==> config.mk <==
export PLATFORM = sky130hd
export DESIGN_NAME = mshr_top
export DESIGN_NICKNAME = d
export VERILOG_FILES = /design/src/hdl/mem_bus_pkg.sv /design/src/hdl/mshr_pkg.sv /design/src/hdl/fill_retire.sv /design/src/hdl/mem_issue.sv /design/src/hdl/miss_pack.sv /design/src/hdl/mshr_queue.sv /design/src/hdl/mshr_top.sv
export SDC_FILE = /design/constraint.sdc
export NUM_CORES = 2
export LEC_CHECK = 0
export ABC_AREA = 0
export BUFFER_PORTS_ARGS = -buffer_cell sky130_fd_sc_hd__buf_2
export CAP_MARGIN = 10
export CELL_PAD_IN_SITES_DETAIL_PLACEMENT = 2
export CELL_PAD_IN_SITES_GLOBAL_PLACEMENT = 2
export CORE_MARGIN = 2
export CORE_UTILIZATION = 35
export DETAILED_ROUTE_END_ITERATION = 10
export HOLD_SLACK_MARGIN = 0.1
export PLACE_DENSITY_LB_ADDON = 0.05
export RECOVER_POWER = 100
export SETUP_SLACK_MARGIN = 0.5
export SLEW_MARGIN = 10
export SYNTH_ARGS = -nofsm -noshare
export SYNTH_HDL_FRONTEND = slang
export SYNTH_SLANG_ARGS = --single-unit
==> constraint.sdc <==
create_clock -name clock -period 14.9 [get_ports clock]
set_input_delay 1.49 -clock clock [delete_from_list [all_inputs] [get_ports clock]]
set_output_delay 1.49 -clock clock [all_outputs]
set_load 0.03 [all_outputs]
==> src/hdl/mem_bus_pkg.sv <==
package mem_bus_pkg;

  // processor-to-memory bus geometry
  localparam int addr_width = 32;
  localparam int line_width = 64;
  localparam int tag_width  = 4;

  // cache line address
  typedef logic [addr_width-1:0] addr_t;

  // one cache line of data
  typedef logic [line_width-1:0] line_t;

  // memory transaction tag, zero means no transaction
  typedef logic [tag_width-1:0] mem_tag_t;

  // bus command encoding
  typedef enum logic [1:0] {
    bus_none  = 2'd0,
    bus_load  = 2'd1,
    bus_store = 2'd2
  } bus_cmd_t;

endpackage

==> src/hdl/mshr_pkg.sv <==
package mshr_pkg;

  // queue geometry
  localparam int mshr_depth = 8;
  localparam int miss_ports = 3;

  // entry index into the queue
  typedef logic [$clog2(mshr_depth)-1:0] mshr_idx_t;

  // number of misses packed in one cycle, 0 to 3
  typedef logic [1:0] lane_count_t;

  // per-entry progress
  typedef enum logic [1:0] {
    waiting     = 2'd0,
    in_progress = 2'd1,
    done        = 2'd2
  } entry_state_t;

endpackage

==> src/hdl/fill_retire.sv <==
module fill_retire (
  input  logic                    clock,
  input  logic                    reset,
  input  logic                    fill_ack,
  input  logic                    wb_valid,
  input  mshr_pkg::entry_state_t  wb_state,
  input  mem_bus_pkg::addr_t      wb_addr,
  input  mem_bus_pkg::line_t      wb_data,
  input  mem_bus_pkg::bus_cmd_t   wb_cmd,
  output mshr_pkg::mshr_idx_t     retire_idx,
  output logic                    retire,
  output logic                    fill_valid,
  output mem_bus_pkg::addr_t      fill_addr,
  output mem_bus_pkg::line_t      fill_data
);
  import mem_bus_pkg::*;
  import mshr_pkg::*;

  logic wb_done;
  logic wb_is_load;

  assign wb_done    = wb_valid && (wb_state == done);
  assign wb_is_load = (wb_cmd == bus_load);

  // loads wait for the cache, stores leave straight away
  assign fill_valid = wb_done && wb_is_load;
  assign fill_addr  = wb_addr;
  assign fill_data  = wb_data;
  assign retire     = wb_done && (!wb_is_load || fill_ack);

  always_ff @(posedge clock) begin
    if (reset) begin
      retire_idx <= '0;
    end else if (retire) begin
      retire_idx <= retire_idx + 1'b1;
    end
  end

  assert property (@(posedge clock) disable iff (reset)
    fill_ack |-> fill_valid)
    else $error("fill_ack without a fill on offer");

endmodule

==> src/hdl/mem_issue.sv <==
module mem_issue (
  input  logic                    clock,
  input  logic                    reset,
  input  mem_bus_pkg::mem_tag_t   mem_response,
  input  logic                    head_valid,
  input  mshr_pkg::entry_state_t  head_state,
  input  mem_bus_pkg::addr_t      head_addr,
  input  mem_bus_pkg::line_t      head_data,
  input  mem_bus_pkg::bus_cmd_t   head_cmd,
  output mshr_pkg::mshr_idx_t     issue_idx,
  output logic                    issue_accept,
  output mem_bus_pkg::mem_tag_t   issue_tag,
  output mem_bus_pkg::bus_cmd_t   mem_command,
  output mem_bus_pkg::addr_t      mem_addr,
  output mem_bus_pkg::line_t      mem_data
);
  import mem_bus_pkg::*;
  import mshr_pkg::*;

  logic head_active;

  // only a waiting entry goes out, the head stalls on an empty slot
  assign head_active = head_valid && (head_state == waiting);

  assign mem_command = head_active ? head_cmd : bus_none;
  assign mem_addr    = head_addr;
  assign mem_data    = head_data;

  // non-zero response accepts and names the transaction
  assign issue_accept = head_active && (mem_response != '0);
  assign issue_tag    = mem_response;

  always_ff @(posedge clock) begin
    if (reset) begin
      issue_idx <= '0;
    end else if (issue_accept) begin
      issue_idx <= issue_idx + 1'b1;
    end
  end

  assert property (@(posedge clock) disable iff (reset)
    (mem_response != '0) |-> (mem_command != bus_none))
    else $error("memory accepted with no command on the bus");

endmodule

==> src/hdl/miss_pack.sv <==
module miss_pack (
  input  logic                                              clock,
  input  logic                                              reset,
  input  logic [mshr_pkg::miss_ports-1:0]                   miss_valid,
  input  mem_bus_pkg::addr_t    [mshr_pkg::miss_ports-1:0]  miss_addr,
  input  mem_bus_pkg::line_t    [mshr_pkg::miss_ports-1:0]  miss_data,
  input  mem_bus_pkg::bus_cmd_t [mshr_pkg::miss_ports-1:0]  miss_cmd,
  output mshr_pkg::lane_count_t                             pack_count,
  output mem_bus_pkg::addr_t    [mshr_pkg::miss_ports-1:0]  lane_addr,
  output mem_bus_pkg::line_t    [mshr_pkg::miss_ports-1:0]  lane_data,
  output mem_bus_pkg::bus_cmd_t [mshr_pkg::miss_ports-1:0]  lane_cmd
);
  import mem_bus_pkg::*;
  import mshr_pkg::*;

  lane_count_t                   next_count;
  addr_t    [miss_ports-1:0]     next_addr;
  line_t    [miss_ports-1:0]     next_data;
  bus_cmd_t [miss_ports-1:0]     next_cmd;

  // priority chain: each valid input takes the next free output lane,
  // lowest input first
  always_comb begin
    next_count = '0;
    next_addr  = '0;
    next_data  = '0;
    for (int l = 0; l < miss_ports; l++) begin
      next_cmd[l] = bus_none;
    end
    for (int i = 0; i < miss_ports; i++) begin
      if (miss_valid[i]) begin
        next_addr[next_count] = miss_addr[i];
        next_data[next_count] = miss_data[i];
        next_cmd[next_count]  = miss_cmd[i];
        next_count            = next_count + 1'b1;
      end
    end
  end

  always_ff @(posedge clock) begin
    if (reset) begin
      pack_count <= '0;
    end else begin
      pack_count <= next_count;
    end
  end

  // lane payload only matters below pack_count
  always_ff @(posedge clock) begin
    lane_addr <= next_addr;
    lane_data <= next_data;
    lane_cmd  <= next_cmd;
  end

endmodule

==> src/hdl/mshr_queue.sv <==
module mshr_queue (
  input  logic                                              clock,
  input  logic                                              reset,
  input  mshr_pkg::lane_count_t                             pack_count,
  input  mem_bus_pkg::addr_t    [mshr_pkg::miss_ports-1:0]  lane_addr,
  input  mem_bus_pkg::line_t    [mshr_pkg::miss_ports-1:0]  lane_data,
  input  mem_bus_pkg::bus_cmd_t [mshr_pkg::miss_ports-1:0]  lane_cmd,
  input  mshr_pkg::mshr_idx_t                               issue_idx,
  input  logic                                              issue_accept,
  input  mem_bus_pkg::mem_tag_t                             issue_tag,
  input  mem_bus_pkg::mem_tag_t                             mem_tag,
  input  mem_bus_pkg::line_t                                mem_data_in,
  input  mshr_pkg::mshr_idx_t                               retire_idx,
  input  logic                                              retire,
  output logic                                              head_valid,
  output mshr_pkg::entry_state_t                            head_state,
  output mem_bus_pkg::addr_t                                head_addr,
  output mem_bus_pkg::line_t                                head_data,
  output mem_bus_pkg::bus_cmd_t                             head_cmd,
  output logic                                              wb_valid,
  output mshr_pkg::entry_state_t                            wb_state,
  output mem_bus_pkg::addr_t                                wb_addr,
  output mem_bus_pkg::line_t                                wb_data,
  output mem_bus_pkg::bus_cmd_t                             wb_cmd,
  output logic                                              mshr_ready,
  output logic                                              mshr_empty
);
  import mem_bus_pkg::*;
  import mshr_pkg::*;

  logic         [mshr_depth-1:0]          entry_valid;
  entry_state_t [mshr_depth-1:0]          entry_state;
  mem_tag_t                               entry_tag  [mshr_depth];
  addr_t                                  entry_addr [mshr_depth];
  line_t                                  entry_data [mshr_depth];
  bus_cmd_t                               entry_cmd  [mshr_depth];
  mshr_idx_t                              tail;
  mshr_idx_t                              lane_slot  [miss_ports];
  logic         [mshr_depth-1:0]          tag_hit;
  logic         [$clog2(mshr_depth+1)-1:0] free_count;

  always_comb begin
    for (int l = 0; l < miss_ports; l++) begin
      lane_slot[l] = tail + mshr_idx_t'(l);
    end
  end

  // load replies match on tag for entries already sent
  always_comb begin
    for (int i = 0; i < mshr_depth; i++) begin
      tag_hit[i] = entry_valid[i] && (entry_state[i] == in_progress) &&
                   (mem_tag != '0) && (entry_tag[i] == mem_tag);
    end
  end

  always_comb begin
    free_count = '0;
    for (int i = 0; i < mshr_depth; i++) begin
      if (!entry_valid[i]) begin
        free_count = free_count + 1'b1;
      end
    end
  end

  // leave room for the packed misses plus one more full strobe
  assign mshr_ready = free_count >= (pack_count + miss_ports);
  assign mshr_empty = ~|entry_valid;

  always_ff @(posedge clock) begin
    if (reset) begin
      entry_valid <= '0;
      for (int i = 0; i < mshr_depth; i++) begin
        entry_state[i] <= waiting;
      end
      tail <= '0;
    end else begin
      for (int i = 0; i < mshr_depth; i++) begin
        if (tag_hit[i]) begin
          entry_state[i] <= done;
        end
      end
      // a store needs no reply, so it is finished once accepted
      if (issue_accept) begin
        entry_state[issue_idx] <= (head_cmd == bus_store) ? done : in_progress;
      end
      if (retire) begin
        entry_valid[retire_idx] <= 1'b0;
      end
      for (int l = 0; l < miss_ports; l++) begin
        if (lane_count_t'(l) < pack_count) begin
          entry_valid[lane_slot[l]] <= 1'b1;
          entry_state[lane_slot[l]] <= waiting;
        end
      end
      tail <= tail + mshr_idx_t'(pack_count);
    end
  end

  always_ff @(posedge clock) begin
    for (int i = 0; i < mshr_depth; i++) begin
      if (tag_hit[i]) begin
        entry_data[i] <= mem_data_in;
      end
    end
    if (issue_accept) begin
      entry_tag[issue_idx] <= issue_tag;
    end
    for (int l = 0; l < miss_ports; l++) begin
      if (lane_count_t'(l) < pack_count) begin
        entry_addr[lane_slot[l]] <= lane_addr[l];
        entry_data[lane_slot[l]] <= lane_data[l];
        entry_cmd[lane_slot[l]]  <= lane_cmd[l];
      end
    end
  end

  assign head_valid = entry_valid[issue_idx];
  assign head_state = entry_state[issue_idx];
  assign head_addr  = entry_addr[issue_idx];
  assign head_data  = entry_data[issue_idx];
  assign head_cmd   = entry_cmd[issue_idx];

  assign wb_valid = entry_valid[retire_idx];
  assign wb_state = entry_state[retire_idx];
  assign wb_addr  = entry_addr[retire_idx];
  assign wb_data  = entry_data[retire_idx];
  assign wb_cmd   = entry_cmd[retire_idx];

  // mshr_ready must have kept the tail clear of live entries
  for (genvar l = 0; l < miss_ports; l++) begin : g_alloc_chk
    assert property (@(posedge clock) disable iff (reset)
      (pack_count > lane_count_t'(l)) |-> !entry_valid[lane_slot[l]])
      else $error("miss allocated into a valid entry");
  end

endmodule

==> src/hdl/mshr_top.sv <==
module mshr_top (
  input  logic                                              clock,
  input  logic                                              reset,
  input  logic [mshr_pkg::miss_ports-1:0]                   miss_valid,
  input  mem_bus_pkg::addr_t    [mshr_pkg::miss_ports-1:0]  miss_addr,
  input  mem_bus_pkg::line_t    [mshr_pkg::miss_ports-1:0]  miss_data,
  input  mem_bus_pkg::bus_cmd_t [mshr_pkg::miss_ports-1:0]  miss_cmd,
  output logic                                              mshr_ready,
  output logic                                              mshr_empty,
  output mem_bus_pkg::bus_cmd_t                             mem_command,
  output mem_bus_pkg::addr_t                                mem_addr,
  output mem_bus_pkg::line_t                                mem_data,
  input  mem_bus_pkg::mem_tag_t                             mem_response,
  input  mem_bus_pkg::mem_tag_t                             mem_tag,
  input  mem_bus_pkg::line_t                                mem_data_in,
  output logic                                              fill_valid,
  output mem_bus_pkg::addr_t                                fill_addr,
  output mem_bus_pkg::line_t                                fill_data,
  input  logic                                              fill_ack
);
  import mem_bus_pkg::*;
  import mshr_pkg::*;

  // packed misses
  lane_count_t              pack_count;
  addr_t    [miss_ports-1:0] lane_addr;
  line_t    [miss_ports-1:0] lane_data;
  bus_cmd_t [miss_ports-1:0] lane_cmd;

  // issue head
  mshr_idx_t    issue_idx;
  logic         issue_accept;
  mem_tag_t     issue_tag;
  logic         head_valid;
  entry_state_t head_state;
  addr_t        head_addr;
  line_t        head_data;
  bus_cmd_t     head_cmd;

  // writeback head
  mshr_idx_t    retire_idx;
  logic         retire;
  logic         wb_valid;
  entry_state_t wb_state;
  addr_t        wb_addr;
  line_t        wb_data;
  bus_cmd_t     wb_cmd;

  miss_pack u_miss_pack (
    .clock, .reset, .miss_valid, .miss_addr, .miss_data, .miss_cmd,
    .pack_count, .lane_addr, .lane_data, .lane_cmd
  );

  mshr_queue u_mshr_queue (
    .clock, .reset, .pack_count, .lane_addr, .lane_data, .lane_cmd,
    .issue_idx, .issue_accept, .issue_tag, .mem_tag, .mem_data_in,
    .retire_idx, .retire,
    .head_valid, .head_state, .head_addr, .head_data, .head_cmd,
    .wb_valid, .wb_state, .wb_addr, .wb_data, .wb_cmd,
    .mshr_ready, .mshr_empty
  );

  mem_issue u_mem_issue (
    .clock, .reset, .mem_response,
    .head_valid, .head_state, .head_addr, .head_data, .head_cmd,
    .issue_idx, .issue_accept, .issue_tag, .mem_command, .mem_addr, .mem_data
  );

  fill_retire u_fill_retire (
    .clock, .reset, .fill_ack,
    .wb_valid, .wb_state, .wb_addr, .wb_data, .wb_cmd,
    .retire_idx, .retire, .fill_valid, .fill_addr, .fill_data
  );

endmodule

==> results_dict.tcl <==
set metrics [dict create \
    insertion_delay_ps 800 \
    fin_crit_sh_pct 74.23 \
    layout_min_cycle_time_ps 11060 \
    cts_made_buffers 149 \
    max_freq_mhz 90.41 \
    seqPwrFrac_pct 37.8 \
    synth_edf_count 816 \
    yosys.area.top_type "edfxtp_1" \
    ys_seq_elements 1151 \
    rr_startpoint "u_mshr_queue.tail[0]" \
    fill_cells 21390 \
    grt_max_degree 141 \
    drv_cap 73 \
    slew_headroom_pct -571.7 \
    initial_core_util_pct 35.26 \
    power_mw 10.70 \
    syn_nets 7371 \
    drt-wirelength-per-cell_um 34.13 \
    reg2reg_slack_ps 3840 \
    multi_input_comb_area_um2 36010 \
    min_path_type "reg -> reg" \
    start_kind "flop" \
    synthXorXnorAreaFrac_pct 0.6763 \
    comb_power_share_pct 28.0 \
    synthAdderAreaFrac_pct 0.4135 \
    hpwlAfterDp_um 192100 \
    hold_viol 0 \
    arrival_ps 11520 \
    clk_pin_slew_worst_paths_ps 60 \
    syn_inst 6976 \
    vdd_drop_max_mv 0.1242 \
    root_buffer "clkbuf_16" \
    synth.avg_cell_area_um2 10.24 \
    synth-warning-count 0 \
    r2r_end "u_mshr_queue.entry_addr[0][29]" \
    fp.dieW_um 455.7 \
    num_rows 165 \
    first_iter_violations 4269 \
    min_from "u_mshr_queue.entry_state[7]" \
    ios 569 \
    yosys.area_share.simple_pct 9.890 \
    syn_area_um2 71420 \
    fp.dieH_um 455.7 \
    path_class "reg -> reg" \
    min_to "u_mshr_queue.entry_state[7]" \
    finalNetCount 7260 \
    gp_congestion 0.8179 \
    status "finished with violations" \
    muxShareOfSynthArea_pct 26.67 \
    remaining_drc_errors 0 \
    grt_pass1_wl_um 471000 \
    yosysUniqueCellTypes 69 \
    setup_viol 0 \
    antenna_found_initial 52 \
    cts_buffer_depth 3 \
    core_um2 202500 \
    reg2reg_depth 8 \
    grtUsageTotal_pct 31.29 \
    whs_ps 539.2 \
    yosysSeqAreaShare_pct 43.70 \
    synth-async-reset-ratio_pct 0 \
    crit_fanout 127 \
    violations "capacitance limit, slew limit" \
    hold_depth 2 \
    io_buffer_count 568 \
    rsz0062_at_grt "no" \
    p_switching_mw 3.627 \
    switching_share_pct 33.90 \
    cts.sinks 1151 \
    final_util_pct 39.09 \
    first_global_vias 62568 \
    synthTopCellsByArea "edfxtp_1 34%, mux4_2 12%, mux2i_1 11%, dfxtp_1 9.4%, o21ai_0 6.3%" \
    cts_hold_buf 0 \
    cp.required_ps 15360 \
    fin_skew_ps 26.36 \
    cts_setup_buffers 0 \
    htree_levels 4 \
    worst_slew_pin_slew_ps 10080 \
    ys.flop_type "edfxtp_1" \
    vias 58401 \
    synth_top_family_by_area "multiplexers" \
    drv_slew 2870 \
    syn2layout_area_growth_pct 10.86 \
    p_per_area_nw_per_um2 135.2 \
    synth_compound_area_share_pct 12.73 \
    clock_power_share_pct 34.1 \
    setup-tns-final_ps 0 \
    overflow 0 \
    synth_common_cells "927 x nand2_1, 892 x o21ai_0, 816 x edfxtp_1" \
    end_kind "flop" \
    yosysTopAreaCellShare_pct 34.31 \
    finalWirelength_um 330800 \
    cts_resized 0 \
    cts_tree "built" \
    dr.pass1.iters 5 \
    yosysMostFrequentCell "nand2_1" \
    postRouteAntennaNets 0 \
    leakage_nw 25.88 \
    viasPerCell 6.024 \
    seq_area_um2 31220 \
    die-area_um2 207700 \
    p_int_mw 7.073 \
    drive_gt1_share_pct 18.23 \
]
## per-layer routing
layer,vias up,wire (um),track usage (%)
li1,25156,-,-
met1,30676,134400,38.27
met2,1859,164400,54.38
met3,696,14780,3.668
met4,14,17190,15.67
met5,-,89,0
## state kept, by name, summed over array words and instances, names as in the netlist, named ones only
name and cells:
u_mshr_queue.entry_data 512, u_mshr_queue.entry_addr 256, u_miss_pack.lane_data 192, u_miss_pack.lane_addr 96, u_mshr_queue.entry_tag 32, u_mshr_queue.entry_cmd 16, u_mshr_queue.entry_state 16, u_mshr_queue.entry_valid 8
u_miss_pack.lane_cmd 6, u_fill_retire.retire_idx 3, u_mem_issue.issue_idx 3, u_mshr_queue.tail 3, u_miss_pack.pack_count 2
## stage by stage
step / cell area, um^2 / std cells / setup slack (ps)
2_1_floorplan: 71420 / 6976 / 8941
4_1_cts: 79720 / 9662 / 7455
5_1_grt: 79160 / 9692 / 3747
3_5_place_dp: 74850 / 9386 / 8321
6_report: 79170 / 9694 / 3839
3_3_place_gp: 74850 / 9386 / 8225
## critical path: stages (launching register included)
cell,delay [ps]
dfxtp_1,750
ha_1,320
xnor2_1,300
nand2_1,220
nor2_4,160
clkbuf_1,6980
buf_4,1500
mux2i_1,280
o21ai_0,150
## worst max path at each step
stage	startpoint	to	slack, ps	cells after the start
finish	u_mshr_queue.tail[0]	u_mshr_queue.entry_addr[0][29]	3840	8
global route	u_mshr_queue.tail[0]	u_mshr_queue.entry_addr[0][29]	3750	8
CTS	u_mshr_queue.entry_valid[0]	mshr_ready	7460	26
detailed placement	u_mshr_queue.entry_valid[0]	mshr_ready	8320	26
global placement	u_mshr_queue.entry_valid[0]	mshr_ready	8220	26
floorplan	u_mshr_queue.entry_valid[0]	mshr_ready	8940	26
## power groups by stage
stage	registers (mW)	logic [mW]	clock network, mW
global route	4.08	3.19	3.84
CTS	4.03	3.05	3.72
global placement	4.07	3.00	0
detailed placement	4.09	3.03	0
finish	4.05	3.00	3.65
floorplan	3.87	2.17	0
## placed cells by master, fill, tap and decap left out, types with 27 or more instances in the layout
cell type	Yosys	routed
a21oi_1	519	519
dfxtp_1	335	331
inv_1	38	30
mux4_2	394	394
buf_4	71	49
mux2i_1	793	793
xor2_1	27	27
and3_1	103	103
nor3_1	42	36
clkbuf_1	595	229
a22oi_1	99	99
diode_2	0	32
edfxtp_1	816	816
buf_2	114	445
nand2_1	927	927
o21ai_0	892	892
a22o_1	98	98
mux2_2	196	123
nor2_1	567	562
clkbuf_16	0	162
mux2_1	0	73
## area by class of cell
class / instances / area share, %
diodes: 32 / 0.1011
clock buffers: 230 / 5.658
clock inverters: 46 / 0.4868
inverters: 40 / 0.2007
multi-input cells: 4840 / 45.49
flip-flops and latches: 1151 / 39.44
well taps: 2672 / 4.223
repair buffers: 683 / 4.400
## logic make-up after synthesis
family | after synthesis
adder cells (fa/ha/maj) | 23
XOR/XNOR | 52
buffers and inverters | 985
flip-flops | 1151
multiplexers | 1384
AO/OA/AOI/OAI | 1653
AND/OR/NAND/NOR | 1728
Power figures use the tool's default switching activity.
